**src/rtl/stereo_pkg.sv**
```systemverilog
package stereo_pkg;

  // row and column counter widths
  localparam int hcount_w = 11;
  localparam int vcount_w = 10;

  // pixels summed per block
  localparam int block_len = 4;

  // largest shift tried against the right image
  localparam int max_disparity = 3;

  // right history must cover the block plus every shift
  localparam int window_len = block_len + max_disparity;

  // 2-bit disparity to depth byte
  localparam int depth_shift = 6;

  // four 8-bit differences fit in 10 bits
  localparam int sad_w = 10;

  // luminance pixel from a camera branch
  typedef struct packed {
    logic [7:0]          luma;
    logic [hcount_w-1:0] hcount;
    logic [vcount_w-1:0] vcount;
  } luma_pixel_t;

  // depth result, counts follow the left pixel
  typedef struct packed {
    logic [7:0]          depth;
    logic [hcount_w-1:0] hcount;
    logic [vcount_w-1:0] vcount;
  } depth_pixel_t;

  // which half of rgb565 the next byte is
  typedef enum logic {
    first_byte,
    second_byte
  } byte_phase_e;

endpackage

```
**src/rtl/camera_capture.sv**
```systemverilog
`timescale 1ns/1ps

module camera_capture (
  input  logic                    clk_camera,
  input  logic                    reset,
  input  logic                    cam_pclk,
  input  logic                    cam_hsync,
  input  logic                    cam_vsync,
  input  logic [7:0]              cam_data,
  output logic                    pixel_valid,
  output stereo_pkg::luma_pixel_t pixel
);

  // bit 0 and 1 form the synchronizer, bit 2 is the edge reference
  logic [2:0] pclk_sync;
  logic [2:0] hsync_sync;
  logic [1:0] vsync_sync;
  logic [7:0] data_meta;
  logic [7:0] data_sync;

  logic pclk_rise;
  logic hsync_fall;
  logic byte_take;

  stereo_pkg::byte_phase_e phase;
  logic [7:0]  high_byte;
  logic [15:0] rgb565;
  logic [7:0]  r8;
  logic [7:0]  g8;
  logic [7:0]  b8;
  logic [10:0] luma_sum;

  logic [stereo_pkg::hcount_w-1:0] hcount;
  logic [stereo_pkg::vcount_w-1:0] vcount;

  always_ff @(posedge clk_camera) begin
    if (reset) begin
      pclk_sync  <= '0;
      hsync_sync <= '0;
      vsync_sync <= '0;
    end else begin
      pclk_sync  <= {pclk_sync[1:0], cam_pclk};
      hsync_sync <= {hsync_sync[1:0], cam_hsync};
      vsync_sync <= {vsync_sync[0], cam_vsync};
    end
  end

  // data takes the same two stages, so it lines up with pclk_sync[1]
  always_ff @(posedge clk_camera) begin
    data_meta <= cam_data;
    data_sync <= data_meta;
  end

  assign pclk_rise  = pclk_sync[1] & ~pclk_sync[2];
  assign hsync_fall = hsync_sync[2] & ~hsync_sync[1];

  // bytes only count inside a row and outside vsync
  assign byte_take = pclk_rise & hsync_sync[1] & ~vsync_sync[1];

  // high byte held, low byte still on the bus
  assign rgb565 = {high_byte, data_sync};
  assign r8 = {rgb565[15:11], 3'b000};
  assign g8 = {rgb565[10:5], 2'b00};
  assign b8 = {rgb565[4:0], 3'b000};

  // 2r + 4g + g + b, max 2004 so 11 bits
  assign luma_sum = {2'b00, r8, 1'b0} + {1'b0, g8, 2'b00} + {3'b000, g8} + {3'b000, b8};

  // phase fsm and counters
  always_ff @(posedge clk_camera) begin
    if (reset) begin
      phase       <= stereo_pkg::first_byte;
      hcount      <= '0;
      vcount      <= '0;
      pixel_valid <= 1'b0;
    end else begin
      pixel_valid <= 1'b0;
      if (vsync_sync[1]) begin
        // frame boundary
        phase  <= stereo_pkg::first_byte;
        hcount <= '0;
        vcount <= '0;
      end else if (hsync_fall) begin
        // end of row
        phase  <= stereo_pkg::first_byte;
        hcount <= '0;
        vcount <= vcount + 1'b1;
      end else if (byte_take) begin
        case (phase)
          stereo_pkg::first_byte: begin
            phase <= stereo_pkg::second_byte;
          end
          stereo_pkg::second_byte: begin
            phase       <= stereo_pkg::first_byte;
            pixel_valid <= 1'b1;
            hcount      <= hcount + 1'b1;
          end
          default: phase <= stereo_pkg::first_byte;
        endcase
      end
    end
  end

  // payload, counts taken before the increment
  always_ff @(posedge clk_camera) begin
    if (byte_take && phase == stereo_pkg::first_byte) begin
      high_byte <= data_sync;
    end
    if (byte_take && phase == stereo_pkg::second_byte) begin
      pixel.luma   <= luma_sum[10:3];
      pixel.hcount <= hcount;
      pixel.vcount <= vcount;
    end
  end

endmodule

```
**src/rtl/pixel_queue.sv**
```systemverilog
`timescale 1ns/1ps

module pixel_queue #(
  parameter int depth = 8
) (
  input  logic                    clk_camera,
  input  logic                    reset,
  input  logic                    in_valid,
  input  stereo_pkg::luma_pixel_t in_pixel,
  output logic                    out_valid,
  input  logic                    out_ready,
  output stereo_pkg::luma_pixel_t out_pixel,
  output logic                    overflow
);

  stereo_pkg::luma_pixel_t mem [depth];

  logic [$clog2(depth)-1:0] wr_ptr;
  logic [$clog2(depth)-1:0] rd_ptr;
  logic [$clog2(depth):0]   count;
  logic                     full;
  logic                     do_write;
  logic                     do_read;

  // top count bit only set at depth entries
  assign full      = count[$clog2(depth)];
  assign out_valid = (count != '0);
  assign out_pixel = mem[rd_ptr];

  // camera can't stall, so a write into a full queue is lost
  assign do_write = in_valid & ~full;
  assign do_read  = out_valid & out_ready;

  always_ff @(posedge clk_camera) begin
    if (reset) begin
      wr_ptr   <= '0;
      rd_ptr   <= '0;
      count    <= '0;
      overflow <= 1'b0;
    end else begin
      // pointers wrap on their own
      if (do_write) wr_ptr <= wr_ptr + 1'b1;
      if (do_read) rd_ptr <= rd_ptr + 1'b1;
      case ({do_write, do_read})
        2'b10:   count <= count + 1'b1;
        2'b01:   count <= count - 1'b1;
        default: count <= count;
      endcase
      // sticky until reset
      if (in_valid && full) overflow <= 1'b1;
    end
  end

  always_ff @(posedge clk_camera) begin
    if (do_write) mem[wr_ptr] <= in_pixel;
  end

endmodule

```
**src/rtl/disparity_search.sv**
```systemverilog
`timescale 1ns/1ps

module disparity_search (
  input  logic                     clk_camera,
  input  logic                     reset,
  input  logic                     left_valid,
  input  stereo_pkg::luma_pixel_t  left_pixel,
  output logic                     left_ready,
  input  logic                     right_valid,
  input  stereo_pkg::luma_pixel_t  right_pixel,
  output logic                     right_ready,
  output logic                     depth_valid,
  input  logic                     depth_ready,
  output stereo_pkg::depth_pixel_t depth_out
);

  // index 0 is the newest pixel
  // registered history leaves out the incoming pixel
  logic [7:0] left_win   [stereo_pkg::block_len-1];
  logic [7:0] right_win  [stereo_pkg::window_len-1];
  logic [7:0] left_next  [stereo_pkg::block_len];
  logic [7:0] right_next [stereo_pkg::window_len];
  logic [stereo_pkg::sad_w-1:0] sad_next [stereo_pkg::max_disparity+1];

  logic advance;
  logic accept;
  logic row_start;

  // stage one
  logic                            s1_valid;
  logic [stereo_pkg::sad_w-1:0]    s1_sad [stereo_pkg::max_disparity+1];
  logic [stereo_pkg::hcount_w-1:0] s1_hcount;
  logic [stereo_pkg::vcount_w-1:0] s1_vcount;

  // stage two select
  logic [7:0]                   best_d;
  logic [stereo_pkg::sad_w-1:0] best_sad;

  function automatic logic [7:0] abs_diff(input logic [7:0] a, input logic [7:0] b);
    return (a > b) ? (a - b) : (b - a);
  endfunction

  // whole pipe moves together and holds while the output is stalled
  assign advance = ~depth_valid | depth_ready;

  // take one pixel from each side together so the streams stay paired
  assign accept      = left_valid & right_valid & advance;
  assign left_ready  = accept;
  assign right_ready = accept;

  assign row_start = (left_pixel.hcount == '0);

  // shifted windows including the incoming pair
  always_comb begin
    left_next[0] = left_pixel.luma;
    for (int k = 1; k < stereo_pkg::block_len; k++) begin
      left_next[k] = row_start ? 8'h00 : left_win[k-1];
    end
    right_next[0] = right_pixel.luma;
    for (int k = 1; k < stereo_pkg::window_len; k++) begin
      right_next[k] = row_start ? 8'h00 : right_win[k-1];
    end
  end

  // one sad per shift with right pixel k+d sitting d columns further left
  always_comb begin
    for (int d = 0; d <= stereo_pkg::max_disparity; d++) begin
      sad_next[d] = '0;
      for (int k = 0; k < stereo_pkg::block_len; k++) begin
        sad_next[d] = sad_next[d]
                    + {{(stereo_pkg::sad_w-8){1'b0}}, abs_diff(left_next[k], right_next[k+d])};
      end
    end
  end

  always_ff @(posedge clk_camera) begin
    if (reset) begin
      s1_valid <= 1'b0;
    end else if (advance) begin
      s1_valid <= accept;
    end
  end

  always_ff @(posedge clk_camera) begin
    if (accept) begin
      // oldest entry of each window drops out here
      for (int k = 0; k < stereo_pkg::block_len - 1; k++) begin
        left_win[k] <= left_next[k];
      end
      for (int k = 0; k < stereo_pkg::window_len - 1; k++) begin
        right_win[k] <= right_next[k];
      end
      s1_sad    <= sad_next;
      s1_hcount <= left_pixel.hcount;
      s1_vcount <= left_pixel.vcount;
    end
  end

  // strict compare keeps the smaller d on a tie
  always_comb begin
    best_d   = '0;
    best_sad = s1_sad[0];
    for (int d = 1; d <= stereo_pkg::max_disparity; d++) begin
      if (s1_sad[d] < best_sad) begin
        best_d   = 8'(d);
        best_sad = s1_sad[d];
      end
    end
    // right history not yet full near the row start
    if (s1_hcount < (stereo_pkg::window_len - 1)) begin
      best_d = '0;
    end
  end

  always_ff @(posedge clk_camera) begin
    if (reset) begin
      depth_valid <= 1'b0;
    end else if (advance) begin
      depth_valid <= s1_valid;
    end
  end

  always_ff @(posedge clk_camera) begin
    if (advance && s1_valid) begin
      depth_out.depth  <= best_d << stereo_pkg::depth_shift;
      depth_out.hcount <= s1_hcount;
      depth_out.vcount <= s1_vcount;
    end
  end

endmodule

```
**src/rtl/stereo_depth_top.sv**
```systemverilog
`timescale 1ns/1ps

module stereo_depth_top (
  input  logic                     clk_camera,
  input  logic                     reset,
  input  logic                     left_cam_pclk,
  input  logic                     left_cam_hsync,
  input  logic                     left_cam_vsync,
  input  logic [7:0]               left_cam_data,
  input  logic                     right_cam_pclk,
  input  logic                     right_cam_hsync,
  input  logic                     right_cam_vsync,
  input  logic [7:0]               right_cam_data,
  input  logic                     depth_ready,
  output logic                     depth_valid,
  output stereo_pkg::depth_pixel_t depth_out,
  output logic                     left_overflow,
  output logic                     right_overflow
);

  // capture to queue
  logic                    left_capture_valid;
  stereo_pkg::luma_pixel_t left_capture_pixel;
  logic                    right_capture_valid;
  stereo_pkg::luma_pixel_t right_capture_pixel;

  // queue to search
  logic                    left_queue_valid;
  logic                    left_queue_ready;
  stereo_pkg::luma_pixel_t left_queue_pixel;
  logic                    right_queue_valid;
  logic                    right_queue_ready;
  stereo_pkg::luma_pixel_t right_queue_pixel;

  // left branch
  camera_capture left_capture (
    .clk_camera (clk_camera),
    .reset      (reset),
    .cam_pclk   (left_cam_pclk),
    .cam_hsync  (left_cam_hsync),
    .cam_vsync  (left_cam_vsync),
    .cam_data   (left_cam_data),
    .pixel_valid(left_capture_valid),
    .pixel      (left_capture_pixel)
  );

  pixel_queue left_queue (
    .clk_camera(clk_camera),
    .reset     (reset),
    .in_valid  (left_capture_valid),
    .in_pixel  (left_capture_pixel),
    .out_valid (left_queue_valid),
    .out_ready (left_queue_ready),
    .out_pixel (left_queue_pixel),
    .overflow  (left_overflow)
  );

  // right branch
  camera_capture right_capture (
    .clk_camera (clk_camera),
    .reset      (reset),
    .cam_pclk   (right_cam_pclk),
    .cam_hsync  (right_cam_hsync),
    .cam_vsync  (right_cam_vsync),
    .cam_data   (right_cam_data),
    .pixel_valid(right_capture_valid),
    .pixel      (right_capture_pixel)
  );

  pixel_queue right_queue (
    .clk_camera(clk_camera),
    .reset     (reset),
    .in_valid  (right_capture_valid),
    .in_pixel  (right_capture_pixel),
    .out_valid (right_queue_valid),
    .out_ready (right_queue_ready),
    .out_pixel (right_queue_pixel),
    .overflow  (right_overflow)
  );

  // pairs both queues and drives the depth output
  disparity_search depth_search (
    .clk_camera (clk_camera),
    .reset      (reset),
    .left_valid (left_queue_valid),
    .left_pixel (left_queue_pixel),
    .left_ready (left_queue_ready),
    .right_valid(right_queue_valid),
    .right_pixel(right_queue_pixel),
    .right_ready(right_queue_ready),
    .depth_valid(depth_valid),
    .depth_ready(depth_ready),
    .depth_out  (depth_out)
  );

endmodule

```
**config.mk**
```make
export PLATFORM = sky130hd
export DESIGN_NAME = stereo_depth_top
export DESIGN_NICKNAME = d
export VERILOG_FILES = /design/src/rtl/stereo_pkg.sv /design/src/rtl/camera_capture.sv /design/src/rtl/pixel_queue.sv /design/src/rtl/disparity_search.sv /design/src/rtl/stereo_depth_top.sv
export SDC_FILE = /design/constraint.sdc
export NUM_CORES = 1
export LEC_CHECK = 0
export ABC_AREA = 0
export BUFFER_PORTS_ARGS = -buffer_cell sky130_fd_sc_hd__buf_2
export CAP_MARGIN = 20
export CORE_UTILIZATION = 55
export CTS_CLUSTER_SIZE = 16
export DETAILED_ROUTE_END_ITERATION = 6
export PLACE_DENSITY = 0.74
export SYNTH_ARGS = -nofsm -noshare
export SYNTH_HDL_FRONTEND = slang
export SYNTH_SLANG_ARGS = --single-unit
export TNS_END_PERCENT = 50
```
**constraint.sdc**
```tcl
create_clock -name clk_camera -period 12.1 [get_ports clk_camera]
set_input_delay 2.42 -clock clk_camera [delete_from_list [all_inputs] [get_ports clk_camera]]
set_output_delay 2.42 -clock clk_camera [all_outputs]
set_load 0.05 [all_outputs]
```
==> flow_metrics.py <==
metrics = {
    "detailed_routing": {
        "vias": 22300,
        "routed_wl_microns": 89800,
        "drt_iter0_markers": 1563,
        "ant_nets": 0,
        "wire_per_inst_microns": 23.2,
        "routed_via_density": 5.77,
        "drcViolationCount": 0,
        "drt_pass1_iterations": 5,
    },
    "clocking": {
        "cts_hold_buf": 0,
        "htree_levels": 2,
        "clockBufferDepth": 3,
        "clk_pin_slew_worst_paths_ns": 0.06,
        "cts_resized": 0,
        "cts.sinks": 608,
        "root_buffer": "clkbuf_16",
        "clock_latency_ns": 0.64,
        "cts_tree": "yes",
        "post-cts-setup-buffer-count": 0,
        "cts_made_buffers": 61,
    },
    "sta": {
        "tightest_slew_ns": 1.12,
        "period_needed_ns": 9.32,
        "setup_slack_ns": 2.78,
        "hold_ws_ns": 0.325,
        "slew_violations": 0,
        "hold_viol": 0,
        "fin_skew_ns": 0.0385,
        "setup_viol": 0,
        "period_share": 0.770,
        "max_freq_ghz": 0.107,
        "rsz0062_at_grt": "no",
        "fin_tns_setup_ns": 0,
        "slew_headroom": 0.249,
    },
    "power": {
        "p_leak_uw": 0.0160,
        "p_sw_frac": 0.204,
        "pwr-share-seq": 0.540,
        "powerDensity_mw_per_mm2": 107,
        "switching_power_uw": 851,
        "vdd_drop_max_mv": 0.144,
        "p_clk_frac": 0.449,
        "p_int_uw": 3320,
        "p_comb_frac": 0.011,
    },
    "global_routing": {
        "grtUsageMet1": 0.347,
        "track_usage": 0.277,
        "grt_busiest_layer": "met2",
        "antenna_found_initial": 0,
        "grt_max_degree": 72,
        "grt_pass1_vias": 23100,
        "grt-ovfl-total": 0,
        "grt_pass1_wl_microns": 138000,
        "grt_use_met2": 0.492,
        "use_met3": 0.0310,
    },
    "run": {
        "drv_cap": 0,
    },
    "floorplanning": {
        "initial_core_util": 0.560,
        "coreArea_sq_mm": 0.0634,
        "rows": 92,
        "die-width_microns": 256,
        "ios": 57,
        "die_area_sq_mm": 0.0656,
        "die_y_microns": 256,
    },
    "cells_and_area": {
        "n_antenna_cell": 0,
        "final_common_cell": "edfxtp_1",
        "syn_to_final_growth_pct": 9.46,
        "layout-drive-gt1-share": 0.115,
        "final_cells": 3869,
        "nFillCells": 4846,
        "layout_common_cells": "edfxtp_1 (505), ha_1 (360), inv_1 (319)",
        "nets": 3447,
        "final_cell_area_sq_mm": 0.0389,
    },
    "place": {
        "hpwl_microns": 66600,
        "placed_area_sq_mm": 0.0368,
        "io_buffers": 50,
        "gp_congestion": 0.989,
        "dp.cells": 3751,
        "post-place-ws_ns": 2.81,
    },
    "critical_path": {
        "worst_path_most_repeated_cell": "inv_1",
        "r2r_slack_ns": 2.78,
        "max_stage_delay_ns": 0.80,
        "critPathKind": "register to register",
        "reg2regPathDepth": 29,
        "arrival_ns": 9.71,
        "startpoint_type": "register",
        "worstPathMaxFanout": 46,
        "crit_required_ns": 12.49,
        "r2r-end": "depth_search.s1_sad[19]$_DFFE_PP_",
        "setup.worst_path.end_class": "register",
        "cpMaxStageDelayCell": "o22ai_1",
    },
    "synth": {
        "synthFlopType": "edfxtp_1",
        "synthCells": 2889,
        "async_flop_share": 0,
        "synth_area_per_cell_sq_um": 12.3,
        "ys_ff_latch": 608,
        "ys_types": 67,
        "synth_edf_count": 505,
        "yosysWarnings": 0,
        "yosysSeqAreaShare": 0.485,
        "netlist_area_sq_mm": 0.0355,
    },
    "hold_path": {
        "min-delay-start": "right_capture.data_meta[3]$_DFF_P_",
        "holdPathEnd": "right_capture.data_sync[3]$_DFF_P_",
        "hold_path_depth": 0,
        "hp-class": "register to register",
    },
    "status": {
        "status": "complete, no violations",
    },
}
-- flip-flops by register name, indices dropped and copies added (netlist names), 8 cells and up, named ones only --
| signal | count |
|---|---|
| depth_search.left_win | 24 |
| right_capture.high_byte | 8 |
| left_capture.pixel | 29 |
| depth_search.s1_vcount | 10 |
| left_queue.mem | 232 |
| depth_search.right_win | 48 |
| right_capture.pixel | 8 |
| right_capture.data_sync | 8 |
| left_capture.data_sync | 8 |
| left_capture.hcount | 11 |
| left_capture.vcount | 10 |
| depth_search.s1_sad | 40 |
| depth_search.depth_out | 23 |
| right_queue.mem | 64 |
| left_capture.high_byte | 8 |
| right_capture.data_meta | 8 |
| depth_search.s1_hcount | 11 |
| left_capture.data_meta | 8 |
-- power by group through the flow --
| stage | logic (uW) | clock network (uW) | registers, uW |
|---|---|---|---|
| floorplan | 35.8 | 0 | 2290 |
| global placement | 43.4 | 0 | 2300 |
| detailed placement | 46.1 | 0 | 2300 |
| CTS | 48.2 | 1900 | 2250 |
| global route | 53.3 | 1980 | 2250 |
| finish | 47.6 | 1870 | 2250 |
-- cells in the mapped netlist, types with 10 or more instances --
| master | n | area (sq um) |
|---|---|---|
| a21o_1 | 88 | 661 |
| dfxtp_1 | 103 | 2060 |
| o22ai_1 | 11 | 68.8 |
| mux4_2 | 71 | 1600 |
| o21a_1 | 17 | 128 |
| buf_1 | 13 | 48.8 |
| nand2b_1 | 27 | 169 |
| o21bai_1 | 29 | 218 |
| fa_1 | 91 | 1820 |
| a211oi_1 | 16 | 120 |
| xnor2_1 | 118 | 1030 |
| nor2b_1 | 51 | 319 |
| mux2i_1 | 103 | 1030 |
| mux2_2 | 61 | 687 |
| nor2_1 | 139 | 522 |
| nand3_1 | 16 | 80.1 |
| inv_1 | 319 | 1200 |
| edfxtp_1 | 505 | 15200 |
| and2_1 | 15 | 93.8 |
| ha_1 | 360 | 4500 |
| buf_2 | 10 | 50.1 |
| nand2_1 | 200 | 751 |
| xor2_1 | 57 | 499 |
| o21ai_0 | 89 | 445 |
| nand4_1 | 34 | 213 |
| nor3_1 | 25 | 125 |
| and3_1 | 11 | 68.8 |
| a21oi_1 | 174 | 871 |
| clkbuf_1 | 35 | 131 |
-- worst max-delay path, delay by kind of cell (launching register included) --
family                     cells  cell delay [ns]
AOI/OAI and AO/OA             10             2.44
and+or+nand+nor                6             1.75
DFF                            1             0.49
muxes                          3             1.24
buffers and inverters          4             1.13
adders and majority gates      4             1.69
xor gates and xnor gates       2             0.28
-- per-layer routing --
| metal | share of wire | wire length (microns) |
|---|---|---|
| met1 | 0.41 | 36700 |
| met2 | 0.50 | 45300 |
| met3 | 0.048 | 4290 |
| met4 | 0.040 | 3550 |
| met5 | 0 | 0 |
-- metrics by stage --
| stage | power (uW) | util |
|---|---|---|
| global route | 4280 | 0.613 |
| CTS | 4200 | 0.612 |
| detailed placement | 2340 | 0.580 |
| global placement | 2340 | 0.580 |
| floorplan | 2330 | - |
| finish | 4170 | 0.613 |
-- worst max path at each step --
stage / start / endpoint / slack (ns) / cells after the start
after detailed placement: register / depth_search.s1_sad[19]$_DFFE_PP_ / 2.81 / 29
final: register / depth_search.s1_sad[19]$_DFFE_PP_ / 2.78 / 29
after floorplan: depth_ready / depth_search.left_win[0][0]$_DFFE_PP_ / 3.88 / 2
after CTS: register / depth_search.s1_sad[19]$_DFFE_PP_ / 2.76 / 29
after global placement: register / depth_search.s1_sad[19]$_DFFE_PP_ / 2.95 / 28
after global routing: register / depth_search.s1_sad[19]$_DFFE_PP_ / 2.03 / 29
-- layout make-up --
type,count,area (sq um),share of cell area
Clock inverter,41,377,0.00969
Inverter,321,1200,0.0310
Tap cell,846,1060,0.0272
Clock buffer,74,1640,0.0421
Sequential cell,608,17200,0.443
Timing Repair Buffer,80,505,0.0130
Multi-Input combinational cell,1899,16900,0.434
-- cells by family after synthesis --
kind of cell,share of synthesized area
xor+xnor,0.0432
compound gates,0.0833
buf+inv,0.0422
simple gates,0.0734
mux,0.0946
flops,0.485
fa+ha+maj,0.178
other cells,0.000106
No activity file was read; power rests on OpenSTA's default activity.
